## config.mk

```make
export PLATFORM = sky130hd
export DESIGN_NAME = l1_port_buffer
export DESIGN_NICKNAME = d
export VERILOG_FILES = /design/src/l2_bus_pkg.sv /design/src/l1_port_buffer.sv
export SDC_FILE = /design/constraint.sdc
export NUM_CORES = 1
export LEC_CHECK = 0
export ABC_AREA = 1
export BUFFER_PORTS_ARGS = -buffer_cell sky130_fd_sc_hd__buf_2
export CAP_MARGIN = 25
export CORE_MARGIN = 3
export CORE_UTILIZATION = 44
export DETAILED_ROUTE_END_ITERATION = 8
export PLACE_DENSITY = 0.84
export SLEW_MARGIN = 5
export SYNTH_ARGS = -nofsm -noshare
export SYNTH_HDL_FRONTEND = slang
export SYNTH_SLANG_ARGS = --single-unit
```

## constraint.sdc

```tcl
create_clock -name i_clk -period 3.3 [get_ports i_clk]
set_input_delay 0.66 -clock i_clk [delete_from_list [all_inputs] [get_ports i_clk]]
set_output_delay 0.66 -clock i_clk [all_outputs]
set_load 0.01 [all_outputs]
```

## src/l2_bus_pkg.sv

```systemverilog
/*
 * L2 memory port shared definitions
 * Bus widths, response codes and arbiter states
 */
package l2_bus_pkg;

    // Byte address, data and strobe widths
    localparam int ADDR_W = 16;
    localparam int DATA_W = 32;
    localparam int STRB_W = DATA_W / 8;

    // Response code width and values
    localparam int RESP_W = 2;
    localparam logic [RESP_W-1:0] RESP_OKAY   = 2'b00;
    localparam logic [RESP_W-1:0] RESP_SLVERR = 2'b10;

    // Arbiter FSM
    typedef enum logic [2:0] {
        ARB_IDLE,
        ARB_AR,
        ARB_R,
        ARB_AW,
        ARB_W,
        ARB_B,
        ARB_RESP
    } arb_state_e;

endpackage

```

## src/l1_port_buffer.sv

```systemverilog
/*
 * L1 port buffer
 * Holds one request for the arbiter and one response for the requester
 */
module l1_port_buffer
    import l2_bus_pkg::*;
(
    input  logic              i_clk,
    input  logic              i_nrst,
    input  logic              i_req_valid,
    input  logic              i_req_write,
    input  logic [ADDR_W-1:0] i_req_addr,
    input  logic [DATA_W-1:0] i_req_wdata,
    input  logic [STRB_W-1:0] i_req_strb,
    output logic              o_req_ready,
    output logic              o_rsp_valid,
    output logic [DATA_W-1:0] o_rsp_rdata,
    output logic [RESP_W-1:0] o_rsp_resp,
    input  logic              i_rsp_ready,
    output logic              o_pend_valid,
    output logic              o_pend_write,
    output logic [ADDR_W-1:0] o_pend_addr,
    output logic [DATA_W-1:0] o_pend_wdata,
    output logic [STRB_W-1:0] o_pend_strb,
    input  logic              i_grant,
    input  logic              i_ret_valid,
    input  logic [DATA_W-1:0] i_ret_rdata,
    input  logic [RESP_W-1:0] i_ret_resp,
    output logic              o_ret_ready
);

    logic req_full;
    logic rsp_full;
    logic req_hs;
    logic ret_hs;

    // New requests only while both registers are free
    assign o_req_ready = ~req_full & ~rsp_full;
    assign req_hs      = i_req_valid & o_req_ready;
    assign o_ret_ready = ~rsp_full;
    assign ret_hs      = i_ret_valid & o_ret_ready;

    // A waiting response hides the request, so the arbiter never stalls on this slot
    assign o_pend_valid = req_full & ~rsp_full;
    assign o_rsp_valid  = rsp_full;

    always_ff @(posedge i_clk or negedge i_nrst) begin
        if (!i_nrst) begin
            req_full <= 1'b0;
            rsp_full <= 1'b0;
        end else begin
            if (req_hs) begin
                req_full <= 1'b1;
            end else if (i_grant) begin
                req_full <= 1'b0;
            end
            if (ret_hs) begin
                rsp_full <= 1'b1;
            end else if (i_rsp_ready) begin
                rsp_full <= 1'b0;
            end
        end
    end

    // Payload registers
    always_ff @(posedge i_clk) begin
        if (req_hs) begin
            o_pend_write <= i_req_write;
            o_pend_addr  <= i_req_addr;
            o_pend_wdata <= i_req_wdata;
            o_pend_strb  <= i_req_strb;
        end
        if (ret_hs) begin
            o_rsp_rdata <= i_ret_rdata;
            o_rsp_resp  <= i_ret_resp;
        end
    end

    // Arbiter must only grant a slot that holds a request
    a_grant_needs_req: assert property (@(posedge i_clk) disable iff (!i_nrst)
        i_grant |-> req_full);

endmodule

```

==> flow_summary.json <==
{
  "setup_viol": 0,
  "gp_congestion": 0.771,
  "synthAdderAreaFrac_pct": 0,
  "hold_viol_final": 0,
  "nets": 390,
  "regArea_mm2": 0.00266,
  "post_drt_wl_per_cell_um": 15.6,
  "r2r_end": "o_pend_strb[3]$_DFFE_PP_",
  "dp_hpwl_um": 4590,
  "use_met3_pct": 10.0,
  "syn-instance-count": 101,
  "drive_above_1_share_pct": 66.9,
  "layout_min_cycle_time_ns": 1.66,
  "clock_sinks": 89,
  "antenna_cells": 0,
  "grt_antenna_before_repair": 0,
  "multiInputGateArea_um2": 30.0,
  "start_kind": "register",
  "rsz0062_at_grt": "no",
  "leakagePower_nw": 1.71,
  "cts_resized": 0,
  "r2r_setup_slack_ns": 1.91,
  "crit_required_ns": 2.64,
  "syn_nets": 194,
  "path_max_fanout": 3,
  "overflow": 0,
  "post-route-drc-count": 0,
  "dpl_cell_area_mm2": 0.00372,
  "synth-seq-cells": 89,
  "syn_area_mm2": 0.00271,
  "relSlewSlack_pct": 73.8,
  "cts_buffers": 9,
  "vias": 1661,
  "timing.clock.skew_ns": 0.00548,
  "final_cell_mix": "buf_2, edfxtp_1, clkbuf_8",
  "drtIter0Drc": 83,
  "postRouteAntennaNets": 0,
  "clk_latency_ns": 0.33,
  "peakVddDrop_uv": 378,
  "ys.warnings.count": 0,
  "hp-class": "primary input to asynchronous set/reset pin",
  "post_cts.repair.setup_buffers": 0,
  "synth.area.mux_share_pct": 0,
  "grt_max_degree": 54,
  "die_w_um": 84.5,
  "synth_seq_area_share_pct": 98.2,
  "synthSimpleGateAreaFrac_pct": 0.923,
  "p_per_area_mw_per_mm2": 589,
  "rows": 27,
  "area_delta_synth_final_pct": 45.3,
  "max-cap-violations": 0,
  "setup_tns_ns": 0,
  "cts_tree": "built",
  "reg2reg_depth": 4,
  "worstSetupStartpoint": "req_full$_DFFE_PN0P_",
  "cp-endpoint": "o_req_ready",
  "routed_via_density": 4.44,
  "status": "complete, no violations",
  "fin_util_pct": 68.6,
  "grtUsageTotal_pct": 16.6,
  "pin_count": 184,
  "stdcell_area_mm2": 0.00394,
  "arrival_ns": 1.00,
  "grtUsageMet1_pct": 17.9,
  "start_util_pct": 47.2,
  "hold_ws_ns": 0.0959,
  "use_met2_pct": 26.0,
  "fillCellCount": 398,
  "synth_compound_area_share_pct": 0.185,
  "grt_pass1_vias": 1781,
  "cts_hold_buf": 0,
  "grt_most_used_layer": "met2",
  "h-tree-depth": 3,
  "min_period_over_period_pct": 50.4,
  "slew_viol_final": 0,
  "clkTransAtPathRegs_ns": 0.08,
  "drt-pass1-iter-count": 4,
  "end_kind": "output pin",
  "crit_type": "register to output pin",
  "fp.dieH_um": 84.5,
  "synth_top_family_by_area": "simple AND/OR/NAND/NOR gates",
  "final_common_cell": "buf_2",
  "io_buffers": 183,
  "max_freq_mhz": 601,
  "r2r_start": "req_full$_DFFE_PN0P_",
  "cts_buffer_depth": 2,
  "drt_wl_total_um": 5850,
  "dieArea_mm2": 0.00714,
  "core-area_mm2": 0.00574,
  "grt_pass1_wl_um": 8780,
  "ys_types": 8,
  "cts_root_buf": "clkbuf_8",
  "worst_pin_slew_ns": 0.392,
  "syn_avg_cell_area_um2": 26.8,
  "synth_xor_area_share_pct": 0
}
[per-layer routing]
metal | part of all wire [%] | wire, um | vias to the layer above
met1 | 34 | 1980 | 735
met4 | 1.5 | 87 | 0
li1 | - | - | 783
met3 | 17 | 981 | 9
met2 | 48 | 2800 | 134
met5 | 0 | 0 | -
[per-stage QoR]
step / setup WS [ns] / power, mW / cells
after detailed placement: 1.31 / 1.64 / 357
after global placement: 1.36 / 1.63 / 357
after floorplan: 1.13 / 1.49 / 101
after global routing: 1.52 / 2.43 / 374
final: 1.64 / 2.32 / 374
after CTS: 1.51 / 2.34 / 373
[registers in the layout, summed over array words and instances (netlist names)]
register      cells
o_pend_addr      16
o_rsp_valid       1
o_pend_wdata     32
o_rsp_rdata      32
req_full          1
o_pend_write      1
o_rsp_resp        2
o_pend_strb       4
[worst min path at each step]
stage	endpoint	slack [ns]
2_1_floorplan	o_rsp_valid$_DFFE_PN0P_	0.36
3_3_place_gp	o_rsp_valid$_DFFE_PN0P_	0.44
3_5_place_dp	o_rsp_valid$_DFFE_PN0P_	0.45
4_1_cts	req_full$_DFFE_PN0P_	0.08
5_1_grt	o_rsp_valid$_DFFE_PN0P_	0.07
6_report	req_full$_DFFE_PN0P_	0.1
[worst max-delay path, stage by stage, from the launching register on]
cell     delay (ns)
dfrtp_1        0.41
nor2_2         0.13
buf_2          0.14
[area by class of cell]
class | count | share of cell area, %
Tap cell | 72 | 2.29
Sequential cell | 89 | 67.6
Multi-Input combinational cell | 7 | 0.762
Inverter | 5 | 0.476
Timing Repair Buffer | 185 | 24.0
Clock inverter | 7 | 1.78
Clock buffer | 9 | 3.14
[cell usage after synthesis]
cell type  instances  area, um2
edfxtp_1          87       2610
inv_1              4       15.0
nand2_1            4       15.0
dfrtp_1            2       50.1
inv_2              1       3.75
nor2_1             1       3.75
nor2_2             1       6.26
o21ai_1            1       5.00
[power breakdown]
part | switching [mW] | internal, mW
Combinational | 0.143 | 0.104
Sequential | 0.0215 | 1.35
Clock | 0.356 | 0.348
Total | 0.521 | 1.80
[logic make-up (layout without fill, tap and decap cells)]
group                  Yosys count  count (layout)
buffers and inverters            5             206
AOI/OAI and AO/OA                1               1
DFF                             89              89
and+or+nand+nor                  6               6
Power figures use the tool's default switching activity.
