<file path="src/l2_bus_pkg.sv">
/*
 * L2 memory port shared definitions
 * Bus widths, response codes and arbiter states
 */
package l2_bus_pkg;

    // Byte address, data and strobe widths
    localparam int ADDR_W = 16;
    localparam int DATA_W = 32;
    localparam int STRB_W = DATA_W / 8;

    // Response code width and values
    localparam int RESP_W = 2;
    localparam logic [RESP_W-1:0] RESP_OKAY   = 2'b00;
    localparam logic [RESP_W-1:0] RESP_SLVERR = 2'b10;

    // Arbiter FSM
    typedef enum logic [2:0] {
        ARB_IDLE,
        ARB_AR,
        ARB_R,
        ARB_AW,
        ARB_W,
        ARB_B,
        ARB_RESP
    } arb_state_e;

endpackage

</file>
<file path="src/l2_arbiter.sv">
/*
 * L2 arbiter
 * Picks one pending slot, writes first then lowest index, and replays it on the memory bus
 */
module l2_arbiter
    import l2_bus_pkg::*;
#(
    parameter int N_SLOTS = 2
) (
    input  logic                        i_clk,
    input  logic                        i_nrst,
    input  logic [N_SLOTS-1:0]          i_pend_valid,
    input  logic [N_SLOTS-1:0]          i_pend_write,
    input  logic [N_SLOTS*ADDR_W-1:0]   i_pend_addr,
    input  logic [N_SLOTS*DATA_W-1:0]   i_pend_wdata,
    input  logic [N_SLOTS*STRB_W-1:0]   i_pend_strb,
    output logic [N_SLOTS-1:0]          o_grant,
    output logic [N_SLOTS-1:0]          o_ret_valid,
    output logic [N_SLOTS*DATA_W-1:0]   o_ret_rdata,
    output logic [N_SLOTS*RESP_W-1:0]   o_ret_resp,
    input  logic [N_SLOTS-1:0]          i_ret_ready,
    output logic                        o_aw_valid,
    output logic [ADDR_W-1:0]           o_aw_addr,
    input  logic                        i_aw_ready,
    output logic                        o_w_valid,
    output logic [DATA_W-1:0]           o_w_data,
    output logic [STRB_W-1:0]           o_w_strb,
    input  logic                        i_w_ready,
    input  logic                        i_b_valid,
    input  logic [RESP_W-1:0]           i_b_resp,
    output logic                        o_b_ready,
    output logic                        o_ar_valid,
    output logic [ADDR_W-1:0]           o_ar_addr,
    input  logic                        i_ar_ready,
    input  logic                        i_r_valid,
    input  logic [DATA_W-1:0]           i_r_data,
    input  logic [RESP_W-1:0]           i_r_resp,
    output logic                        o_r_ready
);

    localparam int IDX_W = (N_SLOTS > 1) ? $clog2(N_SLOTS) : 1;

    arb_state_e          state;
    logic [IDX_W-1:0]    src_q;
    logic [ADDR_W-1:0]   addr_q;
    logic [DATA_W-1:0]   wdata_q;
    logic [STRB_W-1:0]   strb_q;
    logic [DATA_W-1:0]   rdata_q;
    logic [RESP_W-1:0]   resp_q;
    logic [N_SLOTS-1:0]  cand;
    logic [IDX_W-1:0]    win_idx;

    // Writes take priority, lowest index inside each class
    always_comb begin
        cand    = (|(i_pend_valid & i_pend_write)) ? (i_pend_valid & i_pend_write) : i_pend_valid;
        win_idx = '0;
        for (int i = N_SLOTS - 1; i >= 0; i--) begin
            if (cand[i]) begin
                win_idx = IDX_W'(i);
            end
        end
    end

    // Bus channel drive follows the state
    assign o_aw_valid = (state == ARB_AW);
    assign o_w_valid  = (state == ARB_AW) || (state == ARB_W);
    assign o_b_ready  = (state == ARB_B);
    assign o_ar_valid = (state == ARB_AR);
    assign o_r_ready  = (state == ARB_R);
    assign o_aw_addr  = addr_q;
    assign o_ar_addr  = addr_q;
    assign o_w_data   = wdata_q;
    assign o_w_strb   = strb_q;

    // Data is broadcast, only the source slot sees valid
    assign o_ret_valid = (state == ARB_RESP) ? (N_SLOTS'(1) << src_q) : '0;
    assign o_ret_rdata = {N_SLOTS{rdata_q}};
    assign o_ret_resp  = {N_SLOTS{resp_q}};

    always_ff @(posedge i_clk or negedge i_nrst) begin
        if (!i_nrst) begin
            state   <= ARB_IDLE;
            o_grant <= '0;
            src_q   <= '0;
        end else begin
            o_grant <= '0;
            case (state)
                ARB_IDLE: begin
                    if (|i_pend_valid) begin
                        o_grant <= N_SLOTS'(1) << win_idx;
                        src_q   <= win_idx;
                        state   <= i_pend_write[win_idx] ? ARB_AW : ARB_AR;
                    end
                end
                ARB_AR: begin
                    if (i_ar_ready) begin
                        state <= ARB_R;
                    end
                end
                ARB_R: begin
                    if (i_r_valid) begin
                        state <= ARB_RESP;
                    end
                end
                ARB_AW: begin
                    // Address taken alone leaves the data to be offered on its own
                    if (i_aw_ready) begin
                        state <= i_w_ready ? ARB_B : ARB_W;
                    end
                end
                ARB_W: begin
                    if (i_w_ready) begin
                        state <= ARB_B;
                    end
                end
                ARB_B: begin
                    if (i_b_valid) begin
                        state <= ARB_RESP;
                    end
                end
                ARB_RESP: begin
                    if (i_ret_ready[src_q]) begin
                        state <= ARB_IDLE;
                    end
                end
                default: state <= ARB_IDLE;
            endcase
        end
    end

    // Request and response payload
    always_ff @(posedge i_clk) begin
        if (state == ARB_IDLE) begin
            addr_q  <= i_pend_addr[win_idx*ADDR_W +: ADDR_W];
            wdata_q <= i_pend_wdata[win_idx*DATA_W +: DATA_W];
            strb_q  <= i_pend_strb[win_idx*STRB_W +: STRB_W];
        end
        if (state == ARB_R && i_r_valid) begin
            rdata_q <= i_r_data;
            resp_q  <= i_r_resp;
        end
        if (state == ARB_B && i_b_valid) begin
            rdata_q <= '0;
            resp_q  <= i_b_resp;
        end
    end

    a_grant_onehot: assert property (@(posedge i_clk) disable iff (!i_nrst)
        $onehot0(o_grant));

    // Only one transaction reaches the memory at a time
    a_aw_ar_excl: assert property (@(posedge i_clk) disable iff (!i_nrst)
        !(o_aw_valid && o_ar_valid));

endmodule

</file>
<file path="config.mk">
export PLATFORM = sky130hd
export DESIGN_NAME = l2_arbiter
export DESIGN_NICKNAME = d
export VERILOG_FILES = /design/src/l2_bus_pkg.sv /design/src/l2_arbiter.sv
export SDC_FILE = /design/constraint.sdc
export NUM_CORES = 1
export LEC_CHECK = 0
export BUFFER_PORTS_ARGS = -buffer_cell sky130_fd_sc_hd__buf_2
export CAP_MARGIN = 20
export CORE_AREA = 3 3 114 116
export CTS_BUF_LIST = sky130_fd_sc_hd__clkbuf_8
export DETAILED_ROUTE_END_ITERATION = 7
export DIE_AREA = 0 0 117 119
export HOLD_SLACK_MARGIN = 0.12
export MAX_ROUTING_LAYER = met4
export PLACE_DENSITY = 0.69
export SLEW_MARGIN = 20
export SYNTH_ARGS = -nofsm -noshare
export SYNTH_HDL_FRONTEND = slang
export SYNTH_SLANG_ARGS = --single-unit
export TNS_END_PERCENT = 20
</file>
<file path="constraint.sdc">
create_clock -name i_clk -period 7.5 [get_ports i_clk]
set_input_delay 0.375 -clock i_clk [delete_from_list [all_inputs] [get_ports i_clk]]
set_output_delay 0.375 -clock i_clk [all_outputs]
set_load 0.05 [all_outputs]
</file>
==> impl_metrics.tcl, run 1 <==
set metrics [dict create \
    clock_skew_ns 0.009266 \
    synth_flop_cell "edfxtp_1" \
    yosysTopAreaCellShare 0.3877 \
    antenna_left 0 \
    wl_met1_mm 4.517 \
    place_ws_ns 5.234 \
    fin_cells 760 \
    swShare 0.5633 \
    worstPathCellList "nand2b_1 -> nor2_1 -> nand2_1 -> nand2b_1" \
    r2r_setup_slack_ns 5.23 \
    status "complete, no violations" \
    rr_endpoint "resp_q[1]" \
    min_to "rdata_q[24]" \
    yosys_warnings 0 \
    wl_met3_mm 1.113 \
    firstDrtPassIters 4 \
    drive_gt1_frac 0.6052 \
    cts_tree "yes" \
    drc 0 \
    setup_viol 0 \
    pwr-share-clk 0.108 \
    fmax_mhz 439.6 \
    clk_pin_slew_worst_paths_ns 0.09 \
    multiInputGateArea_um2 1303 \
    maxSlewViolCount 0 \
    drtIter0Drc 139 \
    pwr-share-seq 0.315 \
    cp-start-kind "flip-flop" \
    vias 3527 \
    ios 298 \
    grt_max_degree 55 \
    drt-vias-per-instance 4.641 \
    avgRoutedWirePerCell_um 15.46 \
    yosysTopAreaCell "edfxtp_1" \
    fillers 1119 \
    overflow 0 \
    syn_area_um2 4183 \
    relSlewSlack 0.2876 \
    path_common_cell "nand2b_1" \
    cts_made_buffers 9 \
    worstPathRequired_ns 7.55 \
    syn2layout_area_growth_pct 34.34 \
    rows 40 \
    setup.worst_path.end_class "flip-flop" \
    initial_core_util 0.3482 \
    die-area_um2 13920 \
    die_w_um 117 \
    fin_ws_ns 5.225 \
    reg2reg_depth 4 \
    worstSetupStartpoint "state[2]" \
    vdd_ir_drop_max_uv 297.0 \
    cts_resized 0 \
    synth_nets 518 \
    grt_pass1_vias 3412 \
    ys_seq_area_frac 0.5767 \
    synth_area_per_cell_um2 11.46 \
    cpPeakStageDelay_ns 0.64 \
    antenna_found_initial 0 \
    clk_latency_ns 0.36 \
    syn_inst 365 \
    worst_path_max_delay_cell "nand2_1" \
    cts_sinks 92 \
    grt_pass1_wl_mm 16.91 \
    synth_cell_types 31 \
    wl_met2_mm 5.782 \
    synth_area_leaders "edfxtp_1 (39%), dfxtp_1 (15%), mux2_2 (15%), buf_4 (9.2%), nand2_1 (6.4%)" \
    cp_max_fo 33 \
    fin_nets 761 \
    gp_congestion 0.8010 \
    post_cts_buffers 0 \
    whs_path_depth 3 \
    tightest_slew_ns 1.066 \
    dp_cells 743 \
    cts_root_buf "clkbuf_8" \
    synth-async-reset-ratio 0.06522 \
    switchingPower_uw 1553 \
    seq_area_um2 2412 \
    portBuffers 297 \
    cts_buffer_depth 2 \
    hold_start "i_r_data[24]" \
    die_h_um 119 \
    core_region_area_um2 12010 \
    worstSetupPathType "flip-flop to flip-flop" \
    power.density_nw_per_um2 490.7 \
    crit_arrival_ns 2.33 \
    p_leak_uw 0.002721 \
    ys_ff_latch 92 \
    top_layer "met4" \
    synth_edf_count 54 \
    max-cap-violations 0 \
    finalCritPeriodShare 0.3033 \
    dp_hpwl_mm 9.179 \
    tns_ns 0 \
    rsz0062_at_grt "false" \
    final_hold_viol_count 0 \
    track_usage 0.1630 \
    antenna_cells 0 \
    reg2reg_from "state[2]" \
    p_int_uw 1204 \
    htreeDepth 3 \
    combinationalPowerShare 0.577 \
    holdCritPathClass "primary input to flip-flop" \
    min_period_ns 2.275 \
    final_util 0.4678 \
    wl_mm 11.75 \
]
==> per-stage QoR <==
step                      power [µW]  hold slack [ns]  area, µm²
after CTS                       2783           0.2073       5618
after detailed placement        2481           0.2120       5438
after global routing            2883           0.2131       5619
after global placement          2465           0.2072       5418
after floorplan                 2245          0.07941       4183
final                           2757           0.2397       5619
==> kinds of logic after synthesis <==
group	count (synthesis)	synth area share
buffers and inverters	74	0.1140
AND/OR/NAND/NOR	95	0.09513
multiplexers	57	0.1535
flip-flops	92	0.5767
AO/OA/AOI/OAI	47	0.06072
==> sequential cells by signal, summed over array words and instances (netlist names) <==
signal,flops
o_ar_addr,16
o_grant,2
o_w_data,32
o_w_strb,4
rdata_q,32
resp_q,2
src_q,1
state,3
==> how the worst max path moves through the flow <==
stage | depth (start not counted) | endpoint | slack (ns)
after global placement | 5 | o_w_data[13] | 5.29
after floorplan | 4 | src_q | 2.20
after CTS | 4 | resp_q[1] | 5.22
after global routing | 4 | resp_q[1] | 4.99
final | 4 | resp_q[1] | 5.23
after detailed placement | 4 | resp_q[1] | 5.23
==> cell usage in the layout (no fill, tap or decap), drive strengths merged, types with 2 or more instances in the layout <==
cell	synthesis	final
a21oi	34	34
dfxtp	32	32
inv	4	8
nor3	3	3
clkinvlp	0	2
clkbuf	8	10
edfxtp	54	54
and3	3	3
mux2	57	57
and2	3	3
a31oi	2	2
nor2	8	8
o21ai	6	6
buf	61	300
nand2	71	71
nand2b	2	2
dfrtp	6	6
a21o	2	2
==> power by group through the flow <==
stage | Clock, µW | Combinational [µW] | Sequential (µW)
floorplan | 0 | 822 | 1420
global placement | 0 | 1590 | 872
detailed placement | 0 | 1600 | 877
CTS | 311 | 1600 | 869
global route | 334 | 1660 | 891
finish | 299 | 1590 | 868
==> cell type report <==
class,count,area share
clock inverter,6,0.005789
timing repair buffer,301,0.2725
sequential,92,0.4293
multi-input combinational,199,0.2318
clock buffer,10,0.02449
tap,147,0.03273
inverter,5,0.003340
==> timing repair <==
item,in CTS,in global routing
hold buffers,1,0
endpoints found under the hold margin,6,0
endpoints found under the setup margin,0,0
==> critical path: cells and delay by family, from the launching register on <==
kind,cells,cell delay [ns]
DFF,1,0.53
and+or+nand+nor,4,1.43
==> per-layer routing <==
layer	up-vias	global-route usage
li1	1687	-
met1	1611	0.1720
met2	210	0.2770
met3	19	0.04421
met4	0	0.08100
met5	-	-
==> synthesized netlist by cell type (2+ instances only) <==
cell type / number
a21o_1: 2
a21oi_1: 34
a31oi_1: 2
and2_1: 3
and3_1: 3
buf_1: 4
buf_2: 6
buf_4: 51
clkbuf_1: 8
dfrtp_1: 6
dfxtp_1: 32
edfxtp_1: 54
inv_1: 4
mux2_1: 3
mux2_2: 54
nand2_1: 71
nand2b_1: 2
nor2_1: 7
nor3_1: 3
o21ai_0: 5
No activity file was read; power rests on OpenSTA's default activity.
==> run 2, diff against run 1 <==
--- a/config.mk
+++ b/config.mk
@@ -5,6 +5,7 @@
 export SDC_FILE = /design/constraint.sdc
 export NUM_CORES = 1
 export LEC_CHECK = 0
+export ABC_AREA = 1
 export BUFFER_PORTS_ARGS = -buffer_cell sky130_fd_sc_hd__buf_2
 export CAP_MARGIN = 20
 export CORE_AREA = 3 3 114 116
@@ -13,7 +14,7 @@
 export DIE_AREA = 0 0 117 119
 export HOLD_SLACK_MARGIN = 0.12
 export MAX_ROUTING_LAYER = met4
-export PLACE_DENSITY = 0.69
+export PLACE_DENSITY = 0.7
 export SLEW_MARGIN = 20
 export SYNTH_ARGS = -nofsm -noshare
 export SYNTH_HDL_FRONTEND = slang
==> constraint.sdc (replaced) <==
create_clock -name i_clk -period 2.1 [get_ports i_clk]
set_input_delay 0.105 -clock i_clk [delete_from_list [all_inputs] [get_ports i_clk]]
set_output_delay 0.105 -clock i_clk [all_outputs]
set_load 0.05 [all_outputs]
==> run 2 against run 1 <==
Compared with the run above: register-to-register slack worse by 4.9 ns; flip-flop and latch count unchanged; power rose to 4.1 times the previous value; via count up 34%; clock skew up 0.0014 ns; combinational power rose to 4.4 times the previous value; synthesized area up 3.5%; setup slack worse by 5.1 ns.
==> impl_metrics.tcl, run 2 <==
set metrics [dict create \
    grt-busiest-layer "met2" \
    worstSetupPathDepth 11 \
    initial_core_util 0.3603 \
    grt_pass1_wl_mm 22.20 \
    min_period_ns 1.964 \
    worstSetupStartpoint "i_pend_write[0]" \
    cts_buffer_depth 2 \
    cts_made_buffers 9 \
    layout_common_cells "buf_2 (297), nand2_1 (185), dlygate4sd3_1 (147)" \
    syn_area_um2 4328 \
    combinationalPowerShare 0.613 \
    tns_ns 0 \
    muxShareOfSynthArea 0 \
    syn_inst 501 \
    synth-async-reset-ratio 0.06522 \
    place_ws_ns 0.3928 \
    synth_area_per_cell_um2 8.639 \
    hold_start "i_w_ready" \
    avgRoutedWirePerCell_um 14.24 \
    overflow 0 \
    yosys_warnings 0 \
    drive_gt1_frac 0.3777 \
    max-cap-violations 0 \
    cts_sinks 92 \
    clk_latency_ns 0.37 \
    worst_path_max_delay_cell "dlygate4sd3_1" \
    switchingPower_uw 6578 \
    finalCritPeriodShare 0.9351 \
    synth_simple_gate_area_frac 0.2616 \
    post_cts_buffers 0 \
    grt_max_degree 55 \
    reg2reg_depth 4 \
    portBuffers 297 \
    maxSlewViolCount 0 \
    rsz0062_at_grt "false" \
    pwr-share-clk 0.103 \
    crit_arrival_ns 2.20 \
    synth_edf_count 54 \
    die-area_um2 13920 \
    drtIter0Drc 335 \
    gp_congestion 0.8641 \
    clock_skew_ns 0.01064 \
    syn2layout_area_growth_pct 66.52 \
    clk_pin_slew_worst_paths_ns 0.09 \
    synth_top_family_by_area "simple AND/OR/NAND/NOR gates" \
    cts_root_buf "clkbuf_8" \
    power.density_nw_per_um2 1584 \
    vias 4730 \
    htreeDepth 3 \
    dp_hpwl_mm 9.455 \
    fillers 958 \
    setup.worst_path.end_class "flip-flop" \
    relSlewSlack 0.7060 \
    grt_pass1_vias 4643 \
    cpPeakStageDelay_ns 0.53 \
    synth_compound_area_frac 0.04192 \
    drt-vias-per-instance 4.539 \
    path_common_cell "nand2_1" \
    p_leak_uw 0.003735 \
    vdd_ir_drop_max_uv 1046 \
    synth.most_common_cell "nand2_1" \
    use_met1 0.2186 \
    track_usage 0.2108 \
    reg2reg_from "state[1]" \
    status "complete, no violations" \
    worstSetupPathType "primary input to flip-flop" \
    synth.top_cells.by_count "nand2_1 (186), nor2_1 (69), edfxtp_1 (54), buf_4 (50), dfxtp_1 (32)" \
    cp-start-kind "primary input" \
    path_delay_family "buffers and inverters" \
    core_region_area_um2 12010 \
    final_hold_viol_count 0 \
    grt.met2_usage 0.3734 \
    final_common_cell "buf_2" \
    cp_num_buf_inv 6 \
    wl_mm 14.84 \
    fmax_mhz 509.2 \
    worstPathRequired_ns 2.34 \
    fin_ws_ns 0.1363 \
    cp_max_fo 52 \
    cts_tree "yes" \
    antenna_cells 0 \
    yosysTopAreaCellShare 0.3747 \
    yosysTopAreaCell "edfxtp_1" \
    firstDrtPassIters 5 \
    pwr-share-seq 0.284 \
    synth_fa_ha_area_frac 0 \
    ys_seq_area_frac 0.5574 \
    die_w_um 117 \
    setup_viol 0 \
    drc 0 \
    tightest_slew_ns 0.4394 \
    ys_ff_latch 92 \
    rows 40 \
    antenna_left 0 \
    worstPathCellList "dlygate4sd3_1 -> buf_2 -> inv_1 -> nand2_1 -> nand2_1 -> nand2_2 -> inv_2 -> buf_6 -> nand2_1 -> nand2_1 -> dlygate4sd3_1" \
    ios 298 \
    synth_cell_types 24 \
    swShare 0.5762 \
    die_h_um 119 \
    holdCritPathClass "primary input to flip-flop" \
    synthXorXnorAreaFrac 0.002024 \
    synth_nets 654 \
    grt_util_met3 0.04675 \
    fin_nets 1043 \
    antenna_found_initial 0 \
    p_int_uw 4839 \
    whs_path_depth 5 \
    synth_area_leaders "edfxtp_1 (37%), nand2_1 (16%), dfxtp_1 (15%), buf_4 (8.7%), nor2_1 (6.0%)" \
    synth_flop_cell "edfxtp_1" \
]
==> run 2: layer usage <==
| layer | share of wire | vias to the layer above | wire length, µm |
|---|---|---|---|
| li1 | - | 2311 | - |
| met1 | 0.37 | 2119 | 5454 |
| met2 | 0.53 | 248 | 7847 |
| met3 | 0.063 | 52 | 930 |
| met4 | 0.041 | 0 | 607 |
| met5 | 0 | - | 0 |
==> run 2: area by class of cell <==
class,instances,area (µm²),share of cell area
clock inverter,7,68.82,0.009549
clock buffer,9,123.9,0.01719
tap,147,183.9,0.02552
timing repair buffer,450,3019,0.4189
inverter,18,73.82,0.01024
multi-input combinational,319,1325,0.1839
sequential,92,2412,0.3347
==> run 2: through the flow <==
stage / std cells / total power (µW) / util / area (µm²) / hold slack, ns
5_1_grt: 1042 / 11970 / 0.6000 / 7207 / 0.1859
3_5_place_dp: 879 / 9962 / 0.4611 / 5539 / -0.05903
4_1_cts: 1042 / 11430 / 0.5997 / 7203 / 0.1287
6_report: 1042 / 11420 / 0.6000 / 7207 / 0.1626
3_3_place_gp: 879 / 9917 / 0.4611 / 5539 / -0.06132
2_1_floorplan: 501 / 8979 / - / 4332 / -0.1906
==> run 2: path summary, 6_finish.rpt <==
| path | slack [ns] | to |
|---|---|---|
| min in group asynchronous | 0.69 | o_grant[0] |
| max in group asynchronous | 1.18 | state[2] |
| worst min-delay path | 0.16 | state[0] |
| worst min register to register | 0.54 | rdata_q[25] |
| worst max register to register | 0.34 | o_grant[0] |
| worst max-delay path | 0.14 | o_w_data[3] |
==> run 2: power groups by stage <==
stage | logic, µW | registers [µW] | clock network, µW
2_1_floorplan | 3460 | 5520 | 0
3_3_place_gp | 6670 | 3240 | 0
3_5_place_dp | 6710 | 3260 | 0
4_1_cts | 6980 | 3220 | 1220
5_1_grt | 7340 | 3340 | 1290
6_report | 7000 | 3240 | 1180
==> run 2: cells by family after synthesis <==
kind of cell | Yosys count
buffers and inverters | 90
xor gates and xnor gates | 1
DFF | 92
AOI/OAI and AO/OA | 36
and+or+nand+nor | 282
==> run 2: tightest hold or removal path, delay by kind of cell <==
kind / cells / cell delay, ns
and+or+nand+nor: 2 / 0.13
buffers and inverters: 2 / 0.17
AOI/OAI and AO/OA: 1 / 0.08
==> run 2: timing repair <==
action | CTS | global route
endpoints found under the hold margin | 94 | 0
hold buffers | 147 | 0
endpoints found under the setup margin | 0 | 35
gates resized for setup | 0 | 1
==> run 3, diff against run 2 <==
--- a/config.mk
+++ b/config.mk
@@ -12,6 +12,7 @@
 export CTS_BUF_LIST = sky130_fd_sc_hd__clkbuf_8
 export DETAILED_ROUTE_END_ITERATION = 7
 export DIE_AREA = 0 0 117 119
+export GPL_TIMING_DRIVEN = 0
 export HOLD_SLACK_MARGIN = 0.12
 export MAX_ROUTING_LAYER = met4
 export PLACE_DENSITY = 0.7
==> run 3 against run 2 <==
Compared with the run above: register-to-register slack worse by 0.23 ns; largest cell class unchanged; first-iteration DRC count shrank 21%; largest power group unchanged; routed wire length is 8.2% higher; worst hold slack worse by 0.059 ns; maximum frequency is 2.2% lower; power increased by 6.7%; cell area is 7.3% higher.
==> impl_metrics.tcl, run 3 (same netlist as run 2, synthesis figures left out) <==
set metrics [dict create \
    rsz0062_at_grt "true" \
    worstPathRequired_ns 2.33 \
    cts_sinks 92 \
    fillers 944 \
    holdCritPathClass "primary input to flip-flop" \
    finalCritPeriodShare 0.9561 \
    tns_ns 0 \
    syn2layout_area_growth_pct 78.66 \
    gp_congestion 0.8577 \
    drtIter0Drc 264 \
    htreeDepth 3 \
    fmax_mhz 498.0 \
    setup.worst_path.end_class "flip-flop" \
    drc 0 \
    status "complete, no violations" \
    grt_max_degree 29 \
    antenna_left 0 \
    min_period_ns 2.008 \
    drt-vias-per-instance 4.494 \
    avgRoutedWirePerCell_um 14.43 \
    layout_common_cells "buf_2 (306), nand2_1 (184), dlygate4sd3_1 (149)" \
    setup_viol 0 \
    fin_nets 1114 \
    rows 40 \
    ios 298 \
    antenna_found_initial 0 \
    track_usage 0.2302 \
    final_hold_viol_count 0 \
    drive_gt1_frac 0.4203 \
    vdd_ir_drop_max_uv 1118 \
    relSlewSlack 0.7129 \
    grt_pass1_wl_mm 24.23 \
    portBuffers 297 \
    cp_max_fo 10 \
    vias 5002 \
    dp_hpwl_mm 10.56 \
    cts_buffer_depth 2 \
    worst_path_max_delay_cell "dlygate4sd3_1" \
    cpPeakStageDelay_ns 0.54 \
    cts_root_buf "clkbuf_8" \
    die_w_um 117 \
    clock_skew_ns 0.009874 \
    max-cap-violations 0 \
    cp-start-kind "primary input" \
    overflow 0 \
    grt_pass1_vias 5013 \
    core_region_area_um2 12010 \
    worstSetupPathType "primary input to flip-flop" \
    power.density_nw_per_um2 1576 \
    place_ws_ns -0.03606 \
    fin_ws_ns 0.09210 \
    cts_made_buffers 9 \
    maxSlewViolCount 0 \
    path_common_cell "nand2_1" \
    clk_pin_slew_worst_paths_ns 0.09 \
    tightest_slew_ns 0.4306 \
    p_leak_uw 0.004064 \
    initial_core_util 0.3603 \
    firstDrtPassIters 4 \
    die_h_um 119 \
    die-area_um2 13920 \
    crit_arrival_ns 2.24 \
    wl_mm 16.06 \
    cts_tree "yes" \
    worstPathCellList "dlygate4sd3_1 -> buf_2 -> inv_1 -> nand2_1 -> nand2_1 -> nand2_1 -> inv_2 -> buf_1 -> nand2_1 -> nand2_1 -> dlygate4sd3_1" \
    final_common_cell "buf_2" \
    clk_latency_ns 0.37 \
    antenna_cells 0 \
]
## run 3: stage by stage
| step | power [µW] | cells | hold WS [ns] | instance area [µm²] | utilization |
|---|---|---|---|---|---|
| final | 12190 | 1113 | 0.1037 | 7732 | 0.6438 |
| after global routing | 12780 | 1113 | 0.1456 | 7732 | 0.6438 |
| after CTS | 12150 | 1112 | 0.1250 | 7709 | 0.6418 |
| after detailed placement | 10650 | 946 | -0.04877 | 6022 | 0.5014 |
| after global placement | 10550 | 945 | -0.05273 | 6002 | 0.4997 |
| after floorplan | 8979 | 501 | -0.1906 | 4332 | - |
## run 3: per-layer routing
layer,up-vias,routed length [µm],GRT usage,part of all wire
met5,-,0,-,0
met4,0,532,0.1039,0.033
met3,40,840,0.03557,0.052
met2,198,8462,0.3969,0.53
met1,2305,6227,0.2593,0.39
li1,2459,-,-,-
## run 3: worst paths after layout
path,start,depth (start not counted),slack (ns),end
setup / recovery,i_pend_write[0],11,0.09,o_w_data[16]
hold / removal,i_b_valid,4,0.10,rdata_q[2]
min in group asynchronous,i_nrst,3,0.71,o_grant[0]
setup reg to reg,state[1],9,0.11,resp_q[0]
hold reg to reg,rdata_q[28],2,0.53,rdata_q[28]
max in group asynchronous,i_nrst,3,1.14,src_q
## run 3: layout make-up
type	count	area [µm²]	share of cell area
Sequential cell	92	2412	0.3120
Timing Repair Buffer	448	3005	0.3887
Clock buffer	12	165.2	0.02136
Buffer	72	529.3	0.06845
Clock inverter	4	22.52	0.002913
Tap cell	147	183.9	0.02379
Inverter	18	73.82	0.009547
Multi-Input combinational cell	319	1333	0.1723
Timing Repair inverter	1	7.507	0.0009709
## run 3: repair_timing
action | in CTS | in global routing
gates cloned | 1 | 0
setup buffers | 0 | 1
setup endpoints to repair | 28 | 62
resized for setup | 1 | 12
hold buffers | 149 | 0
pin swaps | 0 | 2
hold endpoints to repair | 95 | 0
## run 3: power by group
part	leakage (µW)	internal [µW]	switching (µW)
clock network	0.000100	523	639
logic	0.00311	2100	5720
registers	0.000855	2790	413
## run 3: critical path, delay by kind of cell
kind / cells / cell delay, ns
buf+inv: 6 / 1.77
simple gates: 5 / 0.37
